===== config.mk =====
export PLATFORM = sky130hd
export DESIGN_NAME = pit_top
export DESIGN_NICKNAME = d
export VERILOG_FILES = /design/src/logic/pit_pkg.sv /design/src/logic/pit_bus_decode.sv /design/src/logic/pit_channel_ctrl.sv /design/src/logic/pit_down_counter.sv /design/src/logic/pit_channel.sv /design/src/logic/pit_top.sv
export SDC_FILE = /design/constraint.sdc
export NUM_CORES = 1
export LEC_CHECK = 0
export ABC_AREA = 1
export BUFFER_PORTS_ARGS = -buffer_cell sky130_fd_sc_hd__buf_2
export CAP_MARGIN = 0
export CORE_MARGIN = 2
export CORE_UTILIZATION = 52
export CTS_CLUSTER_SIZE = 28
export DETAILED_ROUTE_END_ITERATION = 16
export PLACE_DENSITY = 0.68
export REMOVE_ABC_BUFFERS = 1
export SLEW_MARGIN = 5
export SYNTH_ARGS = -nofsm -noshare
export SYNTH_HDL_FRONTEND = slang
export SYNTH_SLANG_ARGS = --single-unit

===== constraint.sdc =====
create_clock -name ZCLK -period 9.4 [get_ports ZCLK]
set_clock_uncertainty 0.2 [all_clocks]
set_input_delay 0.94 -clock ZCLK [delete_from_list [all_inputs] [get_ports ZCLK]]
set_output_delay 0.94 -clock ZCLK [all_outputs]
set_load 0.03 [all_outputs]

===== src/logic/pit_pkg.sv =====
// Interval timer shared widths, control-word layout and bus/load bundles
package pit_pkg;

	// Widths with a meaning of their own
	typedef logic [7:0]  byte_t;
	typedef logic [15:0] count_t;
	typedef logic [1:0]  chan_sel_t;
	typedef logic [1:0]  addr_t;

	// Read/write format, control word bits 5:4
	typedef enum logic [1:0] {
		ACC_LATCH = 2'd0,
		ACC_LSB   = 2'd1,
		ACC_MSB   = 2'd2,
		ACC_WORD  = 2'd3
	} access_e;

	// Only two modes count, any other stored value parks the channel
	typedef enum logic [2:0] {
		MODE_TERMINAL = 3'd0,
		MODE_SQUARE   = 3'd3
	} mode_e;

	// Control word as it appears on the data bus
	typedef struct packed {
		chan_sel_t sel;
		access_e   access;
		mode_e     mode;
		logic      bcd;
	} ctrl_word_t;

	// Decoder to channel, one per channel
	typedef struct packed {
		logic  wr_cnt;
		logic  rd_cnt;
		logic  wr_ctrl;
		byte_t cmd;
	} bus_req_t;

	// Channel control to down counter
	typedef struct packed {
		logic   arm;
		// Pulse on a new control word, halts counting until the next arm
		logic   stop;
		count_t value;
		mode_e  mode;
	} load_t;

	localparam int NUM_CHANNELS = 3;

	// Loaded when software writes a count of zero
	localparam count_t FULL_COUNT = 16'hFFFF;

endpackage


===== src/logic/pit_bus_decode.sv =====
// Bus decoder for the timer, routes strobes per channel and registers read data
`timescale 1ns/1ps

module pit_bus_decode (
	input  logic             ZCLK,
	input  logic             rst_n,
	input  logic             cs_n,
	input  logic             rd_n,
	input  logic             wr_n,
	input  pit_pkg::addr_t   addr,
	input  pit_pkg::byte_t   data_in,
	output pit_pkg::bus_req_t req [pit_pkg::NUM_CHANNELS],
	input  pit_pkg::byte_t   rd_data [pit_pkg::NUM_CHANNELS],
	output pit_pkg::byte_t   data_out,
	output logic             data_oe
);

	import pit_pkg::*;

	localparam addr_t ADDR_CTRL = 2'd3;

	logic                    rd_stb;
	logic                    wr_stb;
	ctrl_word_t              cw;
	logic [NUM_CHANNELS-1:0] active;

	// A cycle with both strobes low is treated as no access
	assign rd_stb = !cs_n && !rd_n && wr_n;
	assign wr_stb = !cs_n && !wr_n && rd_n;
	assign cw     = ctrl_word_t'(data_in);

	for (genvar i = 0; i < NUM_CHANNELS; i++) begin : g_req
		assign req[i] = '{
			wr_cnt:  wr_stb && (addr == addr_t'(i)),
			rd_cnt:  rd_stb && (addr == addr_t'(i)),
			// Control words go by their own channel field, sel of 3 reaches nobody
			wr_ctrl: wr_stb && (addr == ADDR_CTRL) && (cw.sel == chan_sel_t'(i)),
			cmd:     data_in
		};
		assign active[i] = req[i].wr_cnt || req[i].rd_cnt || req[i].wr_ctrl;
	end

	// Read byte captured on the strobe, valid the next cycle
	always_ff @(posedge ZCLK) begin
		if (rd_stb && addr != ADDR_CTRL) begin
			data_out <= rd_data[addr];
		end
	end

	// Drive the bus from the cycle after a read until the next access
	always_ff @(posedge ZCLK or negedge rst_n) begin
		if (!rst_n) begin
			data_oe <= 1'b0;
		end else if (rd_stb && addr != ADDR_CTRL) begin
			data_oe <= 1'b1;
		end else if (rd_stb || wr_stb) begin
			data_oe <= 1'b0;
		end
	end

	a_one_channel: assert property (@(posedge ZCLK) disable iff (!rst_n) $onehot0(active))
		else $error("more than one channel addressed in one cycle");

endmodule


===== src/logic/pit_channel_ctrl.sv =====
// Channel control, holds the mode register, sequences count writes and latched reads
`timescale 1ns/1ps

module pit_channel_ctrl (
	input  logic              ZCLK,
	input  logic              rst_n,
	input  pit_pkg::bus_req_t req,
	input  pit_pkg::count_t   count,
	output pit_pkg::load_t    load,
	output pit_pkg::byte_t    rd_data
);

	import pit_pkg::*;

	// W_IDLE until the first control word gives a write format
	typedef enum logic [1:0] {
		W_IDLE = 2'd0,
		W_LSB  = 2'd1,
		W_MSB  = 2'd2
	} w_state_e;

	w_state_e   wr_state;
	ctrl_word_t ctrl_q;
	ctrl_word_t cw;
	logic       arm_q;
	logic       stop_q;
	logic       rd_msb_q;
	logic       write_done;
	byte_t      lsb_q;
	count_t     new_value;
	count_t     value_q;
	count_t     latch_q;

	function automatic count_t fill_zero(count_t v);
		return (v == '0) ? FULL_COUNT : v;
	endfunction

	assign cw = ctrl_word_t'(req.cmd);

	// Last byte of the programmed format
	assign write_done = req.wr_cnt &&
		(wr_state == W_MSB || (wr_state == W_LSB && ctrl_q.access != ACC_WORD));

	// Missing half of a single-byte write reads as zero
	always_comb begin
		if (wr_state == W_LSB) begin
			new_value = {8'h00, req.cmd};
		end else begin
			new_value = {req.cmd, (ctrl_q.access == ACC_WORD) ? lsb_q : 8'h00};
		end
	end

	always_ff @(posedge ZCLK or negedge rst_n) begin
		if (!rst_n) begin
			ctrl_q   <= '0;
			wr_state <= W_IDLE;
			arm_q    <= 1'b0;
			stop_q   <= 1'b0;
			rd_msb_q <= 1'b0;
		end else begin
			arm_q  <= write_done;
			stop_q <= 1'b0;
			if (req.wr_ctrl) begin
				rd_msb_q <= 1'b0;
				// Access 00 is the latch command and leaves the mode alone
				if (cw.access != ACC_LATCH) begin
					ctrl_q   <= '{sel: '0, access: cw.access, mode: cw.mode, bcd: cw.bcd};
					stop_q   <= 1'b1;
					wr_state <= (cw.access == ACC_MSB) ? W_MSB : W_LSB;
				end
			end else if (req.wr_cnt) begin
				case (wr_state)
					W_LSB: begin
						if (ctrl_q.access == ACC_WORD) begin
							wr_state <= W_MSB;
						end
					end
					W_MSB: begin
						if (ctrl_q.access == ACC_WORD) begin
							wr_state <= W_LSB;
						end
					end
					default: begin
						wr_state <= W_IDLE;
					end
				endcase
			end else if (req.rd_cnt && ctrl_q.access == ACC_WORD) begin
				// Word reads alternate low byte then high byte
				rd_msb_q <= !rd_msb_q;
			end
		end
	end

	always_ff @(posedge ZCLK) begin
		if (req.wr_ctrl && cw.access == ACC_LATCH) begin
			latch_q <= count;
		end
		if (req.wr_cnt && wr_state == W_LSB) begin
			lsb_q <= req.cmd;
		end
		if (write_done) begin
			value_q <= fill_zero(new_value);
		end
	end

	always_comb begin
		if (ctrl_q.access == ACC_MSB || (ctrl_q.access == ACC_WORD && rd_msb_q)) begin
			rd_data = latch_q[15:8];
		end else begin
			rd_data = latch_q[7:0];
		end
	end

	assign load = '{arm: arm_q, stop: stop_q, value: value_q, mode: ctrl_q.mode};

	a_wr_state_legal: assert property (@(posedge ZCLK) disable iff (!rst_n)
		wr_state inside {W_IDLE, W_LSB, W_MSB})
		else $error("count write state out of range");

endmodule


===== src/logic/pit_down_counter.sv =====
// Down counter for one channel, counter clock edge detect, reload and out generation
`timescale 1ns/1ps

module pit_down_counter #(
	parameter int unsigned SYNC_STAGES = 2
) (
	input  logic            ZCLK,
	input  logic            rst_n,
	input  pit_pkg::load_t  load,
	input  logic            cnt_clk,
	input  logic            gate,
	output pit_pkg::count_t count,
	output logic            out
);

	import pit_pkg::*;

	logic [SYNC_STAGES-1:0] sync_q;
	logic                   prev_q;
	logic                   tick;
	logic                   pending_q;
	logic                   pending_d;
	logic                   running_q;
	logic                   running_d;
	logic                   active_mode;
	logic                   out_d;
	count_t                 count_q;
	count_t                 count_d;
	count_t                 reload_q;
	count_t                 reload_d;

	// Counter clock brought into ZCLK, tick is a registered rising edge
	always_ff @(posedge ZCLK or negedge rst_n) begin
		if (!rst_n) begin
			sync_q <= '0;
			prev_q <= 1'b0;
			tick   <= 1'b0;
		end else begin
			sync_q <= {sync_q[SYNC_STAGES-2:0], cnt_clk};
			prev_q <= sync_q[SYNC_STAGES-1];
			tick   <= sync_q[SYNC_STAGES-1] && !prev_q;
		end
	end

	assign active_mode = (load.mode == MODE_TERMINAL) || (load.mode == MODE_SQUARE);

	always_comb begin
		count_d   = count_q;
		reload_d  = reload_q;
		pending_d = pending_q;
		running_d = running_q;
		if (load.stop) begin
			pending_d = 1'b0;
			running_d = 1'b0;
		end else if (load.arm) begin
			pending_d = 1'b1;
		end else if (tick && gate && active_mode) begin
			if (pending_q) begin
				// First tick after arm only loads
				count_d   = load.value;
				reload_d  = load.value;
				pending_d = 1'b0;
				running_d = 1'b1;
			end else if (running_q) begin
				if (load.mode == MODE_SQUARE) begin
					count_d = (count_q == 16'd1) ? reload_q : count_q - 16'd1;
				end else if (count_q != '0) begin
					count_d = count_q - 16'd1;
				end
			end
		end
	end

	always_comb begin
		case (load.mode)
			MODE_TERMINAL: begin
				out_d = out_q_hold();
			end
			MODE_SQUARE: begin
				// High for the upper half of the reload range
				out_d = !gate || !running_d || (count_d > (reload_d >> 1));
			end
			default: begin
				out_d = 1'b1;
			end
		endcase
	end

	// Terminal count holds out low from programming until count hits zero
	function automatic logic out_q_hold();
		if (load.stop || load.arm) begin
			return 1'b0;
		end else if (running_d && count_d == '0) begin
			return 1'b1;
		end
		return out;
	endfunction

	always_ff @(posedge ZCLK or negedge rst_n) begin
		if (!rst_n) begin
			count_q   <= '0;
			pending_q <= 1'b0;
			running_q <= 1'b0;
			out       <= 1'b1;
		end else begin
			count_q   <= count_d;
			pending_q <= pending_d;
			running_q <= running_d;
			out       <= out_d;
		end
	end

	always_ff @(posedge ZCLK) begin
		reload_q <= reload_d;
	end

	assign count = count_q;

	a_terminal_sticky: assert property (@(posedge ZCLK) disable iff (!rst_n)
		(load.mode == MODE_TERMINAL && out && !load.arm && !load.stop) |=> out)
		else $error("mode 0 out dropped without a new count");

endmodule


===== src/logic/pit_channel.sv =====
// One timer channel, control and down counter joined by the load bundle
`timescale 1ns/1ps

module pit_channel #(
	parameter int unsigned SYNC_STAGES = 2
) (
	input  logic              ZCLK,
	input  logic              rst_n,
	input  pit_pkg::bus_req_t req,
	output pit_pkg::byte_t    rd_data,
	input  logic              cnt_clk,
	input  logic              gate,
	output logic              out
);

	import pit_pkg::*;

	load_t  load;
	count_t count;

	pit_channel_ctrl u_ctrl (
		.ZCLK    (ZCLK),
		.rst_n   (rst_n),
		.req     (req),
		.count   (count),
		.load    (load),
		.rd_data (rd_data)
	);

	// Live count returns to control for the latch command
	pit_down_counter #(
		.SYNC_STAGES (SYNC_STAGES)
	) u_counter (
		.ZCLK    (ZCLK),
		.rst_n   (rst_n),
		.load    (load),
		.cnt_clk (cnt_clk),
		.gate    (gate),
		.count   (count),
		.out     (out)
	);

endmodule


===== src/logic/pit_top.sv =====
// Three-channel synchronous interval timer, bus decoder plus replicated channels
`timescale 1ns/1ps

module pit_top #(
	parameter int unsigned SYNC_STAGES = 2
) (
	input  logic                             ZCLK,
	input  logic                             rst_n,
	input  logic                             cs_n,
	input  logic                             rd_n,
	input  logic                             wr_n,
	input  pit_pkg::addr_t                   addr,
	input  pit_pkg::byte_t                   data_in,
	output pit_pkg::byte_t                   data_out,
	output logic                             data_oe,
	input  logic [pit_pkg::NUM_CHANNELS-1:0] cnt_clk,
	input  logic [pit_pkg::NUM_CHANNELS-1:0] gate,
	output logic [pit_pkg::NUM_CHANNELS-1:0] out
);

	import pit_pkg::*;

	bus_req_t req     [NUM_CHANNELS];
	byte_t    rd_data [NUM_CHANNELS];

	pit_bus_decode u_decode (
		.ZCLK     (ZCLK),
		.rst_n    (rst_n),
		.cs_n     (cs_n),
		.rd_n     (rd_n),
		.wr_n     (wr_n),
		.addr     (addr),
		.data_in  (data_in),
		.req      (req),
		.rd_data  (rd_data),
		.data_out (data_out),
		.data_oe  (data_oe)
	);

	for (genvar i = 0; i < NUM_CHANNELS; i++) begin : g_chan
		pit_channel #(
			.SYNC_STAGES (SYNC_STAGES)
		) u_chan (
			.ZCLK    (ZCLK),
			.rst_n   (rst_n),
			.req     (req[i]),
			.rd_data (rd_data[i]),
			.cnt_clk (cnt_clk[i]),
			.gate    (gate[i]),
			.out     (out[i])
		);
	end

endmodule


==> results.cfg, run 1 <==
[outcome]
status = complete, no violations

[pwr]
clkPwrFrac_pct = 23.6
p_per_area_nw_per_um2 = 304
sequentialPowerShare_pct = 35.6
combPwrFrac_pct = 40.8
power_switching_mw = 2.20
ir_worst_vdd_mv = 0.160
p_total_mw = 5.16
p_leak_nw = 8.19
sw_frac_of_total_pct = 42.7
intPower_mw = 2.95

[sta]
tightest_slew_ns = 1.13
fin_crit_sh_pct = 50.5
setup_ws_ns = 4.65
finalSetupViolCount = 0
max_slew_margin_pct = 24.3
drv_slew = 0
whs_ns = 0.151
fin_tns_setup_ns = 0
rsz0062_at_grt = no
max_freq_mhz = 210
period_minus_slack_ns = 4.75
hold_viol = 0

[global_route]
first_global_vias = 12000
grt_pass1_wl_mm = 67.1
grt_max_degree = 60
antenna_found_initial = 1
gr-total-overflow = 0
track_usage_pct = 27.6

[logic_synthesis]
ys_top_cells_by_area = edfxtp_1 (25%), dfrtp_1 (16%), nand2_1 (12%)
synth_cell_types = 55
synth_compound_area_share_pct = 11.4
netlist.area_leader.share_pct = 25.3
synthMuxAreaShare_pct = 0.145
synth_top_family_by_area = simple AND/OR/NAND/NOR gates
synth_ff_type = edfxtp_1
synth_warnings = 0
synth_xor_area_share_pct = 1.24
synthAdderAreaFrac_pct = 4.10
synth_area_per_cell_um2 = 7.91
syn-instance-count = 1967
async_reset_ff_share_pct = 36.2
synth.cell_area_um2 = 15600
yosys.area_share.simple_pct = 28.1
synth-seq-cells = 276
synth_edf_count = 131
ys_seq_area_share_pct = 47.2
synth_top_cell_by_area = edfxtp_1
synth.most_common_cell = nand2_1
synthTopCellsByCount = nand2_1 (504), nor2_1 (258), inv_1 (210), nand3_1 (144), edfxtp_1 (131)

[clocking]
cts.sinks = 276
clk_pin_slew_ns = 0.06
cts_htree_levels = 1
cts_resized = 0
clock_latency_ns = 0.57
postCtsSetupBuffers = 0
cts_max_path_buffers = 3
cts_hold_buffers = 0
numCtsBuffers = 31
cts-root-buf = clkbuf_16
tritoncts = built

[placement]
hpwl_mm = 31.6
dp_slack_ns = 4.73
dpl_cell_area_um2 = 15900
port_buffers = 32
place_congestion = 0.954
dpl.cell_count = 2340

[route]
dr.pass1.iters = 6
drc = 0
via_per_inst = 5.49
wl_per_cell_um = 17.5
dr.first_iter.drc_count = 1399
ant_nets = 0
vias = 13200
wl_mm = 42.0

[critical_path]
cp_max_fo = 32
crit_type = reg2reg
worstPathRequired_ns = 9.68
startpoint_type = register
cp.arrival_ns = 5.04
cp-end-kind = register

[layout]
drive_above_1_share_pct = 9.41
fin_util_pct = 57.5
final_cells = 2399
layout.nets = 2055
syn2layout_area_growth_pct = 9.17
fillers = 2719
stdcell_area_um2 = 17000

[floorplan]
io_pins = 33
start_util_pct = 52.6
die_width_um = 177
fp.dieArea_um2 = 31300
dieHeight_um = 177
core-area_um2 = 29600
placementRows = 63

[min_path]
hold_class = reg2reg

[run]
drv_cap = 0
-- state kept, by name, summed over array words and instances, names as in the netlist, 6 cells and up --
register                          count
g_chan.u_chan.u_counter.reload_q     48
g_chan.u_chan.u_ctrl.ctrl_q           6
g_chan.u_chan.u_counter.sync_q        6
g_chan.u_chan.u_ctrl.wr_state         6
g_chan.u_chan.u_ctrl.lsb_q           24
u_decode.data_out                     8
g_chan.u_chan.u_counter.count        48
g_chan.u_chan.u_ctrl.value_q         48
g_chan.u_chan.u_ctrl.latch_q         48
g_chan.u_chan.u_ctrl.load             9
-- placed cells by master, fill, tap and decap left out, drive strengths merged, types with 3 or more instances in the layout --
cell | synthesis | layout
a211oi | 4 | 4
a21oi | 102 | 102
buf | 37 | 40
clkbuf | 20 | 41
nor3 | 13 | 13
o211ai | 22 | 22
clkinv | 10 | 18
nand3 | 151 | 151
a31oi | 25 | 25
nor2 | 282 | 282
nand4 | 21 | 21
xor2 | 14 | 14
clkinvlp | 0 | 5
dfxtp | 45 | 45
or2 | 23 | 23
edfxtp | 131 | 131
o21ai | 134 | 134
inv | 223 | 225
o22ai | 3 | 3
dfrtp | 97 | 97
o21bai | 3 | 3
xnor2 | 8 | 8
ha | 51 | 51
nand2 | 515 | 515
dfstp | 3 | 3
a21boi | 18 | 18
-- worst max-delay path: stages, from the launching register on --
cell and delay (ns):
dfrtp_1 0.40, nor3_4 0.72, inv_4 0.21, nand2_2 0.17, nand4_4 0.37, nor2_2 0.51
inv_1 0.39, o21ai_0 0.36, ha_1 0.30, a21oi_1 0.17, o21ai_0 0.10, nand2_1 0.07
o211ai_1 0.07, nand2_1 0.06, nand2_1 0.04, nand2_1 0.06, nand2_1 0.04, nand2_1 0.06
nand2_1 0.05, nand2_1 0.06, nand2_1 0.05, a21oi_1 0.12, a21oi_1 0.07
-- routing by layer --
layer  track usage (%)  wire [um]
met1              44.3      20000
met2              38.4      17000
met3              4.79       4230
met4              6.40        833
met5                 0          0
-- cell families after synthesis --
kind of cell / after synthesis
and+or+nand+nor: 1009
AOI/OAI and AO/OA: 317
buffers and inverters: 290
DFF: 276
adders and majority gates: 51
xor gates and xnor gates: 22
muxes: 2
-- path summary, 6_finish.rpt --
kind | end | slack [ns] | from | depth (start not counted)
max in group asynchronous | g_chan[2].u_chan.u_counter.count[0] | 7.61 | rst_n | 2
setup reg to reg | g_chan[1].u_chan.u_counter.out | 4.65 | g_chan[1].u_chan.u_ctrl.load[2] | 22
hold / removal | g_chan[2].u_chan.u_counter.sync_q[1] | 0.15 | g_chan[2].u_chan.u_counter.sync_q[0] | 0
min in group asynchronous | g_chan[2].u_chan.u_ctrl.wr_state[1] | 0.17 | rst_n | 1
setup / recovery | g_chan[1].u_chan.u_counter.out | 4.65 | g_chan[1].u_chan.u_ctrl.load[2] | 22
hold reg to reg | g_chan[2].u_chan.u_counter.sync_q[1] | 0.15 | g_chan[2].u_chan.u_counter.sync_q[0] | 0
-- area by class of cell --
type                       count  area, um2  share of cell area, %
clock buffer                  41        886                   5.22
antenna                        1       2.50                 0.0147
tap                          390        488                   2.87
inverter                     233        878                   5.17
sequential                   276       7340                   43.2
multi-input combinational   1401       7000                   41.2
clock inverter                17        163                  0.958
timing repair buffer          40        223                   1.31
-- power groups by stage --
stage                     sequential, mW  clock [mW]  combinational, mW
after floorplan                     1.72           0               1.59
after global placement              1.84           0               2.03
after detailed placement            1.84           0               2.05
after CTS                           1.82        1.24               2.07
after global routing                1.86        1.28               2.42
final                               1.84        1.22               2.10
Power figures use the tool's default switching activity.
==> run 2: changes to the inputs <==
==> constraint.sdc (replaced) <==
create_clock -name ZCLK -period 4.4 [get_ports ZCLK]
set_clock_uncertainty 0.2 [all_clocks]
set_input_delay 0.44 -clock ZCLK [delete_from_list [all_inputs] [get_ports ZCLK]]
set_output_delay 0.44 -clock ZCLK [all_outputs]
set_load 0.03 [all_outputs]
==> run 2 against run 1 <==
Compared with the run above: combinational power grew 130%; via count grew 2.7%; design area grew 1.1%; non-clock buffer count grew 34; clock power grew 100%; sequential cell count is the same.
==> results.cfg, run 2 (synthesized netlist as in run 1, its figures left out) <==
[outcome]
status = complete, no violations

[floorplan]
placementRows = 63
dieHeight_um = 177
die_width_um = 177
start_util_pct = 52.6
core-area_um2 = 29600
io_pins = 33
fp.dieArea_um2 = 31300

[sta]
finalSetupViolCount = 0
fin_tns_setup_ns = 0
max_freq_mhz = 262
fin_crit_sh_pct = 86.9
hold_viol = 0
whs_ns = 0.0120
max_slew_margin_pct = 50.8
setup_ws_ns = 0.578
period_minus_slack_ns = 3.82
rsz0062_at_grt = no
tightest_slew_ns = 0.738
drv_slew = 0

[clocking]
tritoncts = built
cts_hold_buffers = 8
cts_htree_levels = 1
clk_pin_slew_ns = 0.06
numCtsBuffers = 30
cts-root-buf = clkbuf_16
cts.sinks = 276
clock_latency_ns = 0.58
cts_max_path_buffers = 3
postCtsSetupBuffers = 0
cts_resized = 0

[placement]
hpwl_mm = 32.9
port_buffers = 32
dp_slack_ns = 0.725
dpl_cell_area_um2 = 16100
place_congestion = 0.993

[layout]
layout_commonest_cell = nand2_1
stdcell_area_um2 = 17200
layout.nets = 2088
syn2layout_area_growth_pct = 10.4
drive_above_1_share_pct = 10.2
final_cell_mix = nand2_1 (504), nor2_1 (258), inv_1 (210), nand3_1 (144), edfxtp_1 (131)

[pwr]
ir_worst_vdd_mv = 0.356
p_leak_nw = 8.34
p_per_area_nw_per_um2 = 641
p_total_mw = 11.0

[critical_path]
slowest_delay_ns = 0.47
crit_family = simple AND/OR/NAND/NOR gates
crit_chain = inv_1 > ha_1 > nand2_2 > nor2_4 > nand2_2 > nand3_1 > nand2_1 > nand3_1 > nand2_1 > nand2_1 > nand2_1 > ha_1 > a21oi_1 > nor2_1 > a211oi_1 > nand2_1 > nand2_1 > nand2_1 > nand2_1 > nand2_1 > nand2_1 > nand2_1 > a21oi_1 > a21oi_1
r2r-end = g_chan[1].u_chan.u_counter.out
startpoint_type = register
worst-path-buf-inv = 1
cp_max_fo = 15
slowest_stage = dfrtp_1
cp.arrival_ns = 4.13
r2r-start = g_chan[1].u_chan.u_counter.count[0]
crit_top_cell = nand2_1
worstPathRequired_ns = 4.70
crit_type = reg2reg
reg2regPathDepth = 24
reg2reg_slack_ns = 0.58
cp-end-kind = register

[route]
wl_per_cell_um = 18.1
ant_nets = 0
vias = 13500
via_per_inst = 5.56
dr.pass1.iters = 5
drc = 0
dr.first_iter.drc_count = 1731
wl_mm = 44.1

[global_route]
first_global_vias = 12600
track_usage_pct = 28.6
grt_pass1_wl_mm = 69.6
gr-total-overflow = 0
antenna_found_initial = 1
grt_max_degree = 50

[min_path]
hold_start = data_in[4]
whs_endpoint = g_chan[0].u_chan.u_ctrl.lsb_q[4]
whs_path_depth = 1
hold_class = in2reg

[run]
drv_cap = 0
## run 2: layer usage
metal  vias up  GRT usage [%]  wire length, um
met5         -              0                0
met4         0           7.78             1050
met3        71           6.29             4640
met2       663           40.2            17900
met1      6218           44.1            20400
li1       6563              -                -
## run 2: area by class of cell
cell class	count	area [um2]
multi-input cells	1401	7000
clock buffers	39	815
fillers	2737	12400
repair buffers	74	498
inverters	233	878
diodes	1	2.50
flip-flops and latches	276	7340
well taps	390	488
clock inverters	17	155
## run 2: per-stage QoR
| step | instances | util [%] |
|---|---|---|
| after floorplan | 1910 | - |
| after global placement | 2366 | 54.6 |
| after detailed placement | 2366 | 54.6 |
| after CTS | 2430 | 58.1 |
| after global routing | 2431 | 58.1 |
| final | 2431 | 58.1 |
## run 2: where the power goes
group	switching (mW)	internal, mW	total, mW
logic	3.10	1.63	4.73
registers	0.614	3.22	3.83
clock network	1.03	1.42	2.45
total	4.75	6.27	11.0
## run 2: how the worst max path moves through the flow
stage,cells after the start,to,from
CTS,26,g_chan[1].u_chan.u_counter.out,g_chan[1].u_chan.u_counter.count[0]
detailed placement,26,g_chan[1].u_chan.u_counter.out,g_chan[1].u_chan.u_counter.count[0]
global placement,22,g_chan[2].u_chan.u_counter.out,g_chan[2].u_chan.u_counter.count[2]
global route,23,g_chan[0].u_chan.u_counter.out,g_chan[0].u_chan.u_counter.count[11]
finish,24,g_chan[1].u_chan.u_counter.out,g_chan[1].u_chan.u_counter.count[0]
floorplan,24,g_chan[2].u_chan.u_counter.out,g_chan[2].u_chan.u_ctrl.load[2]
